**config.mk**
```make
export PLATFORM = sky130hd
export DESIGN_NAME = dcacheRefill
export DESIGN_NICKNAME = d
export VERILOG_FILES = /design/src/rtl/dcachePkg.sv /design/src/rtl/dcacheRefill.sv
export VERILOG_INCLUDE_DIRS = /design/src /design/src/rtl
export SDC_FILE = /design/constraint.sdc
export NUM_CORES = 1
export LEC_CHECK = 0
export BUFFER_PORTS_ARGS = -buffer_cell sky130_fd_sc_hd__buf_2
export CORE_UTILIZATION = 46
export CTS_CLUSTER_SIZE = 10
export DETAILED_ROUTE_END_ITERATION = 10
export PLACE_DENSITY_LB_ADDON = 0.3
export SYNTH_ARGS = -nofsm -noshare
export SYNTH_HDL_FRONTEND = slang
export SYNTH_SLANG_ARGS = --single-unit
```
**constraint.sdc**
```tcl
create_clock -name clk -period 3.1 [get_ports clk]
set_input_delay 0.31 -clock clk [delete_from_list [all_inputs] [get_ports clk]]
set_output_delay 0.31 -clock clk [all_outputs]
set_load 0.01 [all_outputs]
```
**src/rtl/dcache_defines.svh**
```systemverilog
`ifndef DCACHE_DEFINES_SVH
`define DCACHE_DEFINES_SVH

// address and data path widths
`define ADDR_WIDTH   32
`define WORD_WIDTH   64

// line holds four 64-bit words, 32 bytes
`define LINE_WORDS   4

// cache geometry
`define NUM_SETS     64
`define NUM_WAYS     2

// address split, tag + index + offset = ADDR_WIDTH
`define TAG_WIDTH    21
`define INDEX_WIDTH  6
`define OFFSET_WIDTH 5

`endif

```
**src/rtl/dcachePkg.sv**
```systemverilog
`default_nettype none

`include "dcache_defines.svh"

package dcachePkg;

  // byte address as seen by the cache
  typedef struct packed {
    logic [`TAG_WIDTH-1:0]    tag;
    logic [`INDEX_WIDTH-1:0]  index;
    logic [`OFFSET_WIDTH-1:0] offset;
  } cacheAddr_t;

  typedef enum logic {
    opLoad  = 1'b0,
    opStore = 1'b1
  } memOp_e;

  // one pipeline request, mask is one bit per byte of the word
  typedef struct packed {
    memOp_e                   op;
    cacheAddr_t               addr;
    logic [`WORD_WIDTH-1:0]   wrData;
    logic [`WORD_WIDTH/8-1:0] wrMask;
  } cacheReq_t;

  typedef enum logic [2:0] {
    stIdle,
    stCompare,
    stWriteBack,
    stMiss,
    stGetData,
    stReplace
  } cacheState_e;

  typedef logic [`LINE_WORDS*`WORD_WIDTH-1:0] lineData_t;

  // dirty line leaving the cache, addr is line aligned
  typedef struct packed {
    logic [`ADDR_WIDTH-1:0] addr;
    lineData_t              data;
  } wbReq_t;

endpackage

`default_nettype wire

```
**src/rtl/dcacheRefill.sv**
```systemverilog
`timescale 1ns/1ps
`default_nettype none

`include "dcache_defines.svh"

module dcacheRefill (
  input  wire                     clk,
  input  wire                     rst_n,
  input  wire                     refillEn_i,
  input  wire                     dataValid_i,
  input  wire                     rdLast_i,
  input  wire [`WORD_WIDTH-1:0]   rdData_i,
  output dcachePkg::lineData_t    refillLine_o
);
  import dcachePkg::*;

  localparam int BeatBits = $clog2(`LINE_WORDS);

  logic [BeatBits-1:0] beatCnt;
  logic                beatTake;
  lineData_t           lineBuf;

  assign beatTake = refillEn_i && dataValid_i;

  // wraps back to 0 after the fourth beat
  always_ff @(posedge clk or negedge rst_n) begin
    if (!rst_n) begin
      beatCnt <= '0;
    end else if (beatTake) begin
      beatCnt <= beatCnt + 1'b1;
    end else if (!refillEn_i) begin
      beatCnt <= '0;
    end
  end

  // beat k lands in word k
  always_ff @(posedge clk) begin
    if (beatTake) begin
      lineBuf[beatCnt*`WORD_WIDTH +: `WORD_WIDTH] <= rdData_i;
    end
  end

  assign refillLine_o = lineBuf;

  // memory marks only the last of the four beats
  assert property (@(posedge clk) disable iff (!rst_n)
    refillEn_i && rdLast_i |-> dataValid_i && (beatCnt == BeatBits'(`LINE_WORDS - 1)));

endmodule

`default_nettype wire

```
==> summary.txt <==
Pwr
  • Switching Fraction: 0.221
  • Largest vdd supply drop: about 0.00037 V
  • Pwr dens: roughly 600 nW/um^2
  • Clock power share: 0.389
  • Switching power: approximately 1.7 mW
  • Seq pwr share: 0.528
  • Gate power share: 0.083
  • Cell-internal power: roughly 5.8 mW
  • Pleak: roughly 5.2 nW

STA
  • Setup TNS: 0 ps
  • Slew @ Worst Pin: around 600 ps
  • Fin crit share: 0.702
  • RSZ-0062 raised after global routing: no
  • Clock Skew: approximately 12 ps
  • Minimum clock period: around 2200 ps
  • Slew HR: 0.602
  • # setup viols final: 0
  • Hold Violations, Final: 0
  • Maximum clock frequency: roughly 0.46 GHz
  • Final Max Slew Viols: 0

Global routing
  • Total GRT Usage: 0.223
  • Vias in the first global route: 6018
  • Largest net degree at the start of global routing: between 100 and 150
  • Antenna violations before repair: 0
  • Total gr overflow: 0
  • First-pass GRT wire length: between 30000 and 40000 um

CTS
  • Gates resized, CTS repair: 0
  • Cts hold-fix bufs: 1
  • CTS tree: built
  • Root Driver: clkbuf_16
  • Max clock buf depth: 3
  • H-Tree Depth: 1
  • CTS Buf Count: 29
  • Setup Buffers After CTS: 0
  • Clock Sinks: around 260
  • Clk_lat worst skew: 530 ps
  • Reg clk slew, reported paths: ~60 ps

Status
  • Status: finished clean

Synth
  • Post-synth EDFFs: ~260
  • Yosys warns: 0
  • Synth Cell Area: just under 10000 um^2
  • Dominant cells by area after synthesis: edfxtp_1, and3_1, and2_1
  • Post-synth top area share: 0.780
  • Synthesized flop and latch total: roughly 260
  • Cells after Synth: approximately 580
  • Sequential area share after synthesis: 0.785
  • Synth top cells by count: edfxtp_1, and3_1, and2_1
  • Area leader, netlist: edfxtp_1
  • Synth unique cells: 28
  • FFs w/ async S/R, synth: 0.00775
  • Top_reg_cell synth: edfxtp_1
  • Count leader, synth: edfxtp_1
  • Post-synthesis average cell area: 17.0 um^2
  • Net count after synthesis: ~660

Setup path
  • Crit path capture type: flop
  • RR Endpoint: refillLine_o[26]
  • Crit path kind: reg2reg
  • RR Startpoint: beatCnt[1]
  • Worst Reg2Reg Path Length in Cells: 5
  • R2R Setup Slk: 920 ps
  • Startpoint Class: flop
  • Critical Path RT: 3490 ps
  • Crit path arrival time: between 2000 and 3000 ps
  • Critical Path Fanout Max: 36

Layout
  • Fin area: 12500 um^2
  • Layout cells sized above 1: 0.412
  • Register area: around 7700 um^2
  • P&R area growth vs syn: 26.9%
  • Antenna diodes: 0
  • Multi-input gate area: about 1900 um^2
  • FILL cells: between 1500 and 2000
  • Layout Nets: 981

Die
  • Num ports: 325
  • Chip height: 148 um
  • Die area: 22000 um^2
  • DIE WIDTH: 148 um
  • Row count: between 50 and 60
  • Core area: between 20000 and 25000 um^2
  • Initial core utilization: 0.469

Hold path
  • Hold Path Depth: 2
  • WHS Endpoint: beatCnt[0]
  • Hold Startpoint: refillEn_i
  • Hold/Removal Path Class: in2reg

Routing
  • Drt pass-1 iters: 7
  • Routed WL: ~25000 um
  • Vias per cell: slightly above 5
  • Starting DRT DRC Count: approximately 340
  • Vias: 6107
  • Post-route ant nets: 0
  • Drt drc: 0
  • Routed wire length per instance: between 20 and 25 um

Flow run
  • Max-Cap Viols: 0

Placement
  • IO Port Bufs: between 300 and 400
  • DP HPWL: between 15000 and 20000 um
  • Placed Instance Area: 11700 um^2
  • GPL Wtd Cong: ~0.78
## area by class of cell
cell class              count  area share
repair buffers            336       0.143
inverters                   2    0.000600
well taps                 275      0.0275
flip-flops and latches    258       0.619
multi-input cells         280       0.148
clock buffers              41      0.0616
## state kept, by name, indices dropped and copies added (netlist names)
| register | flops |
|---|---|
| refillLine_o | 256 |
| beatCnt | 2 |
## layout by cell type (no fill, tap or decap)
| master | instances |
|---|---|
| and3_2 | 5 |
| buf_2 | 323 |
| dfrtp_1 | 2 |
| inv_1 | 2 |
| dlygate4sd3_1 | 1 |
| nand2_1 | 1 |
| nor2_4 | 1 |
| clkbuf_16 | 29 |
| nand3b_1 | 1 |
| nor2b_4 | 2 |
| edfxtp_1 | 256 |
| clkbuf_1 | 12 |
| nor4b_4 | 1 |
| nor4_1 | 1 |
| or2b_1 | 1 |
| mux2i_1 | 1 |
| and4bb_4 | 1 |
| nor2b_1 | 1 |
| ha_1 | 5 |
| buf_4 | 6 |
| and3_4 | 4 |
| xor2_1 | 1 |
| nor3_1 | 3 |
| buf_12 | 6 |
| nand2b_1 | 2 |
| and2_1 | 121 |
| and3_1 | 125 |
| nor2_1 | 3 |
## per-layer routing
metal,share of wire,global-route usage
met1,0.40,0.282
met5,0,0
met3,0.083,0.0521
met2,0.49,0.378
met4,0.027,0.0732
## logic make-up after synthesis
logic type | synth area share
simple gates | 0.176
flops | 0.785
buf+inv | 0.0301
fa+ha+maj | 0.00635
xor+xnor | 0.000889
mux | 0.00102
## critical path: stages (launching register included)
cell	delay (ps)
dfrtp_1	410
inv_1	110
ha_1	460
and4bb_4	670
buf_12	240
and2_1	150
## worst max-delay path by stage
stage / start / end / slack [ps] / cells after the start
after CTS: beatCnt[1] / refillLine_o[72] / 930 / 5
after detailed placement: beatCnt[1] / refillLine_o[72] / 940 / 5
after floorplan: beatCnt[0] / refillLine_o[128] / 190 / 5
after global routing: beatCnt[1] / refillLine_o[42] / 780 / 5
final: beatCnt[1] / refillLine_o[26] / 920 / 5
after global placement: beatCnt[1] / refillLine_o[11] / 960 / 5
## power groups by stage
stage | registers, mW | logic [mW] | clock network, mW
after floorplan | 4.08 | 0.308 | 0
final | 3.96 | 0.623 | 2.91
after global routing | 3.96 | 0.675 | 3.09
after detailed placement | 4.03 | 0.630 | 0
after CTS | 3.96 | 0.630 | 2.96
after global placement | 4.03 | 0.617 | 0
## metrics by stage
step | utilization | hold slack, ps | std cells | power, mW | setup slack [ps]
2_1_floorplan | - | 14.4 | 581 | 4.39 | 188
3_3_place_gp | 0.558 | 95.9 | 1150 | 4.64 | 965
3_5_place_dp | 0.558 | 103 | 1150 | 4.66 | 940
5_1_grt | 0.595 | 76.3 | 1192 | 7.73 | 780
4_1_cts | 0.595 | 65.6 | 1192 | 7.55 | 928
6_report | 0.595 | 88.0 | 1192 | 7.49 | 924
No activity file was read; power rests on OpenSTA's default activity.
