[config.mk]
export PLATFORM = sky130hd
export DESIGN_NAME = dcacheCtrl
export DESIGN_NICKNAME = d
export VERILOG_FILES = /design/src/rtl/dcachePkg.sv /design/src/rtl/dcacheCtrl.sv
export VERILOG_INCLUDE_DIRS = /design/src /design/src/rtl
export SDC_FILE = /design/constraint.sdc
export NUM_CORES = 1
export LEC_CHECK = 0
export BUFFER_PORTS_ARGS = -buffer_cell sky130_fd_sc_hd__buf_4
export CORE_AREA = 2 2 119 121
export DETAILED_ROUTE_END_ITERATION = 8
export DIE_AREA = 0 0 121 123
export REMOVE_ABC_BUFFERS = 1
export SETUP_SLACK_MARGIN = 0.4
export SYNTH_ARGS = -nofsm -noshare
export SYNTH_HDL_FRONTEND = slang
export SYNTH_SLANG_ARGS = --single-unit
[constraint.sdc]
create_clock -name clk -period 5 [get_ports clk]
set_input_delay 0.5 -clock clk [delete_from_list [all_inputs] [get_ports clk]]
set_output_delay 0.5 -clock clk [all_outputs]
set_load 0.02 [all_outputs]
[src/rtl/dcache_defines.svh]
`ifndef DCACHE_DEFINES_SVH
`define DCACHE_DEFINES_SVH

// address and data path widths
`define ADDR_WIDTH   32
`define WORD_WIDTH   64

// line holds four 64-bit words, 32 bytes
`define LINE_WORDS   4

// cache geometry
`define NUM_SETS     64
`define NUM_WAYS     2

// address split, tag + index + offset = ADDR_WIDTH
`define TAG_WIDTH    21
`define INDEX_WIDTH  6
`define OFFSET_WIDTH 5

`endif

[src/rtl/dcachePkg.sv]
`default_nettype none

`include "dcache_defines.svh"

package dcachePkg;

  // byte address as seen by the cache
  typedef struct packed {
    logic [`TAG_WIDTH-1:0]    tag;
    logic [`INDEX_WIDTH-1:0]  index;
    logic [`OFFSET_WIDTH-1:0] offset;
  } cacheAddr_t;

  typedef enum logic {
    opLoad  = 1'b0,
    opStore = 1'b1
  } memOp_e;

  // one pipeline request, mask is one bit per byte of the word
  typedef struct packed {
    memOp_e                   op;
    cacheAddr_t               addr;
    logic [`WORD_WIDTH-1:0]   wrData;
    logic [`WORD_WIDTH/8-1:0] wrMask;
  } cacheReq_t;

  typedef enum logic [2:0] {
    stIdle,
    stCompare,
    stWriteBack,
    stMiss,
    stGetData,
    stReplace
  } cacheState_e;

  typedef logic [`LINE_WORDS*`WORD_WIDTH-1:0] lineData_t;

  // dirty line leaving the cache, addr is line aligned
  typedef struct packed {
    logic [`ADDR_WIDTH-1:0] addr;
    lineData_t              data;
  } wbReq_t;

endpackage

`default_nettype wire

[src/rtl/dcacheCtrl.sv]
`timescale 1ns/1ps
`default_nettype none

`include "dcache_defines.svh"

module dcacheCtrl (
  input  wire                       clk,
  input  wire                       rst_n,
  input  wire                       reqValid_i,
  input  wire dcachePkg::cacheReq_t req_i,
  input  wire                       hit_i,
  input  wire                       victimDirty_i,
  input  wire [`TAG_WIDTH-1:0]      victimTag_i,
  input  wire                       wbReady_i,
  input  wire                       rdReady_i,
  input  wire                       rdLast_i,
  output logic                      reqReady_o,
  output logic                      dataOk_o,
  output dcachePkg::cacheReq_t      curReq_o,
  output logic                      storeWr_o,
  output logic                      refillWr_o,
  output logic                      wbValid_o,
  output logic [`ADDR_WIDTH-1:0]    wbAddr_o,
  output logic                      rdValid_o,
  output logic [`ADDR_WIDTH-1:0]    rdAddr_o,
  output logic                      refillEn_o
);
  import dcachePkg::*;

  cacheState_e curState;
  cacheState_e nextState;
  logic        reqAccept;

  assign reqReady_o = (curState == stIdle);
  assign reqAccept  = reqValid_i && reqReady_o;

  always_ff @(posedge clk or negedge rst_n) begin
    if (!rst_n) begin
      curState <= stIdle;
    end else begin
      curState <= nextState;
    end
  end

  always_comb begin
    nextState = curState;
    case (curState)
      stIdle: begin
        if (reqValid_i) begin
          nextState = stCompare;
        end
      end
      stCompare: begin
        // a dirty victim has to leave before the refill starts
        if (hit_i) begin
          nextState = stIdle;
        end else if (victimDirty_i) begin
          nextState = stWriteBack;
        end else begin
          nextState = stMiss;
        end
      end
      stWriteBack: begin
        if (wbReady_i) begin
          nextState = stMiss;
        end
      end
      stMiss: begin
        if (rdReady_i) begin
          nextState = stGetData;
        end
      end
      stGetData: begin
        if (rdLast_i) begin
          nextState = stReplace;
        end
      end
      stReplace: begin
        // retry, the line is now resident
        nextState = stCompare;
      end
      default: begin
        nextState = stIdle;
      end
    endcase
  end

  // request held for the whole miss sequence
  always_ff @(posedge clk) begin
    if (reqAccept) begin
      curReq_o <= req_i;
    end
  end

  assign dataOk_o   = (curState == stCompare) && hit_i;
  assign storeWr_o  = dataOk_o && (curReq_o.op == opStore);
  assign refillWr_o = (curState == stReplace);
  assign refillEn_o = (curState == stGetData);

  assign wbValid_o = (curState == stWriteBack);
  assign wbAddr_o  = {victimTag_i, curReq_o.addr.index, {`OFFSET_WIDTH{1'b0}}};

  // single read pulse, taken in the first cycle memory is ready
  assign rdValid_o = (curState == stMiss) && rdReady_i;
  assign rdAddr_o  = {curReq_o.addr.tag, curReq_o.addr.index, {`OFFSET_WIDTH{1'b0}}};

  // read request only for a line that is not resident
  assert property (@(posedge clk) disable iff (!rst_n)
    rdValid_o |-> !hit_i);

  // write-back request and its address hold until memory takes it
  assert property (@(posedge clk) disable iff (!rst_n)
    wbValid_o && !wbReady_i |=> wbValid_o && $stable(wbAddr_o));

endmodule

`default_nettype wire

==> metrics.txt <==
reg2reg path depth 3; Worst Hold Path Cells 1; Clk pwr share 24.0%; Sw Share 31.9%; die area 14,900 sq um; setup_tns 0 ns; unrepaired setup endpoints after global routing no; vias in the first global route 2,289; share of power burned in registers 45.7%; Cell Chain, Critical Path nor3_2 -> and2_4 -> buf_4; share of cells above drive strength 1 67.0%; Met3 Wirelength 1.03 mm; sequential element share of the synthesized area 83.2%; Post-CTS Setup Bufs 0; Worst VDD drop 0.454 mV; Avg WL per Cell 15.8 um; Slew Viols, Final 0; critical path arrival 2.44 ns; Die X 121 um; achievable frequency 410 MHz; placer congestion estimate 0.760; outcome finished, final reports clean; area growth from synthesis to layout 51.7%; Crit Path Max Fanout 71; final WL 9.40 mm; minimum clock period 2.44 ns; Worst Skew 0.00550 ns; period utilisation layout 48.8%; port buffer count 257; clock slew at reported path FFs 0.07 ns; Syn. warnings 0; Critical Path RT 5.00 ns; gr ovfl total 0; final instance area 5880 sq um; commonest non-fill, non-tap cell in the layout buf_4; vias per cell 3.89; relative slew slack 39.1%; post-DP HPWL 7.40 mm; max layer used met4; mapped cell area 3880 sq um; most frequent cells in the layout 258 x buf_4, 105 x edfxtp_1, 10 x conb_1, 9 x clkbuf_16; M1 wire length 3.42 mm; met2 WL 4.81 mm; Comb pwr share 30.4%; antenna cell count 0; CP peak stage delay 0.77 ns; PwrDens 500 nW/um^2; Core Rows 43; pin count of the biggest net entering global routing 72; TritonCTS clock tree yes; initial antenna violation count 0; post-synthesis cell count 197; CTS H-Tree Depth 3; Clk Latency, worst-skew pair 0.34 ns; Initial DRT Pass Iterations 4; Mean Syn Cell Area 19.7 sq um; Worst Tran Pin Value 0.914 ns; CP Launch Type register; Internal 2000 uW; Crit Path Class reg -> reg; Placed Area 5580 sq um; leakage 0.00249 uW; Max Cap Viol 0; Fin. Hold Viols 0; first-pass GRT wire length 12.7 mm; initial core utilization 28.5%; area of the core 13,600 sq um; # nets final 544; CP endpoint kind register; antenna-violating nets left 0; Max clock buf depth 2; clock root buffer master clkbuf_16; vias 2,317; post-cts gate resize count 0; min-delay worst type in -> reg; CTS Buf Count 9; Boundary Pins 310; detailed-route DRC error count 0; FILL cells 1,238; synth unique cells 20; GR Util All Layers 11.8%; sw power 938 uW; total power 2940 uW; Synth Register Bits 108; CP max stage cell and2_4; Setup Viol. Count Final 0; number of DRC markers in iteration 0 127; clock sinks 108; die height 123 um
## timing repair
item	in CTS	in global routing
setup endpoints to repair	0	0
hold buffers	1	0
endpoints found under the hold margin	3	0
## metrics by stage
step                setup WS (ns)  hold slack [ns]  util [%]  cells
CTS                          2.52            0.307      43.2    595
detailed placement           2.53            0.292      41.0    578
global placement             2.60            0.290      41.0    578
floorplan                    1.18            0.204         -    140
finish                       2.56            0.325      43.2    595
global route                 2.35            0.303      43.2    595
## logic make-up after synthesis
kind of cell | synth area share (%)
AOI/OAI and AO/OA | 0.548
muxes | 0.258
buffers and inverters | 13.1
DFF | 83.2
and+or+nand+nor | 2.84
other | 0.0967
## sequential cells by signal, summed over array words and instances (netlist names)
register,cells
curState,3
curReq_o,105
## path summary, 6_finish.rpt
kind	startpoint	to	slack, ns
max	curState[1]	curReq_o[53]	2.56
max reg2reg	curState[1]	curReq_o[53]	2.56
min reg2reg	curState[2]	curState[1]	0.63
min in group asynchronous	rst_n	curState[0]	0.47
min	req_i[50]	curReq_o[50]	0.32
max in group asynchronous	rst_n	curState[1]	4.44
## Yosys cell counts
library cell	number	area share, %
and3b_1	1	0.23
dfrtp_1	3	1.9
nor3b_1	3	0.58
buf_4	64	12
nand2_1	2	0.19
buf_6	2	0.58
o32ai_1	1	0.23
a211oi_1	1	0.19
inv_1	1	0.097
nor2_2	1	0.16
nand2b_2	1	0.23
and2_1	2	0.32
nor2b_1	1	0.16
edfxtp_1	105	81
conb_1	1	0.097
mux2i_1	1	0.26
nor2_1	3	0.29
a21oi_1	1	0.13
nor3_2	2	0.52
or2_1	1	0.16
## worst max-delay path, delay by kind of cell (launching register included)
| family | cells | cell delay (ns) |
|---|---|---|
| buf+inv | 1 | 0.53 |
| flops | 1 | 0.48 |
| simple gates | 2 | 1.02 |
## area by class of cell
type | count | area, sq um | share of cell area, %
clock inverters | 7 | 73.8 | 1.25
well taps | 180 | 225 | 3.83
clock buffers | 9 | 225 | 3.83
multi-input cells | 31 | 181 | 3.08
repair buffers | 259 | 1950 | 33.1
inverters | 1 | 3.75 | 0.0638
flip-flops and latches | 108 | 3230 | 54.9
## power groups by stage
stage	Clock [uW]	Sequential [uW]	Combinational (uW)
3_5_place_dp	0	1370	909
2_1_floorplan	0	1650	156
3_3_place_gp	0	1350	906
4_1_cts	731	1350	910
6_report	705	1340	892
5_1_grt	768	1360	951
## routing by layer
layer  GRT usage, %  vias to the layer above
li1               -                     1067
met1           14.1                     1069
met2           18.7                      171
met3           4.43                       10
met4           6.32                        0
met5              0                        -
(Power assumes the default switching activity.)
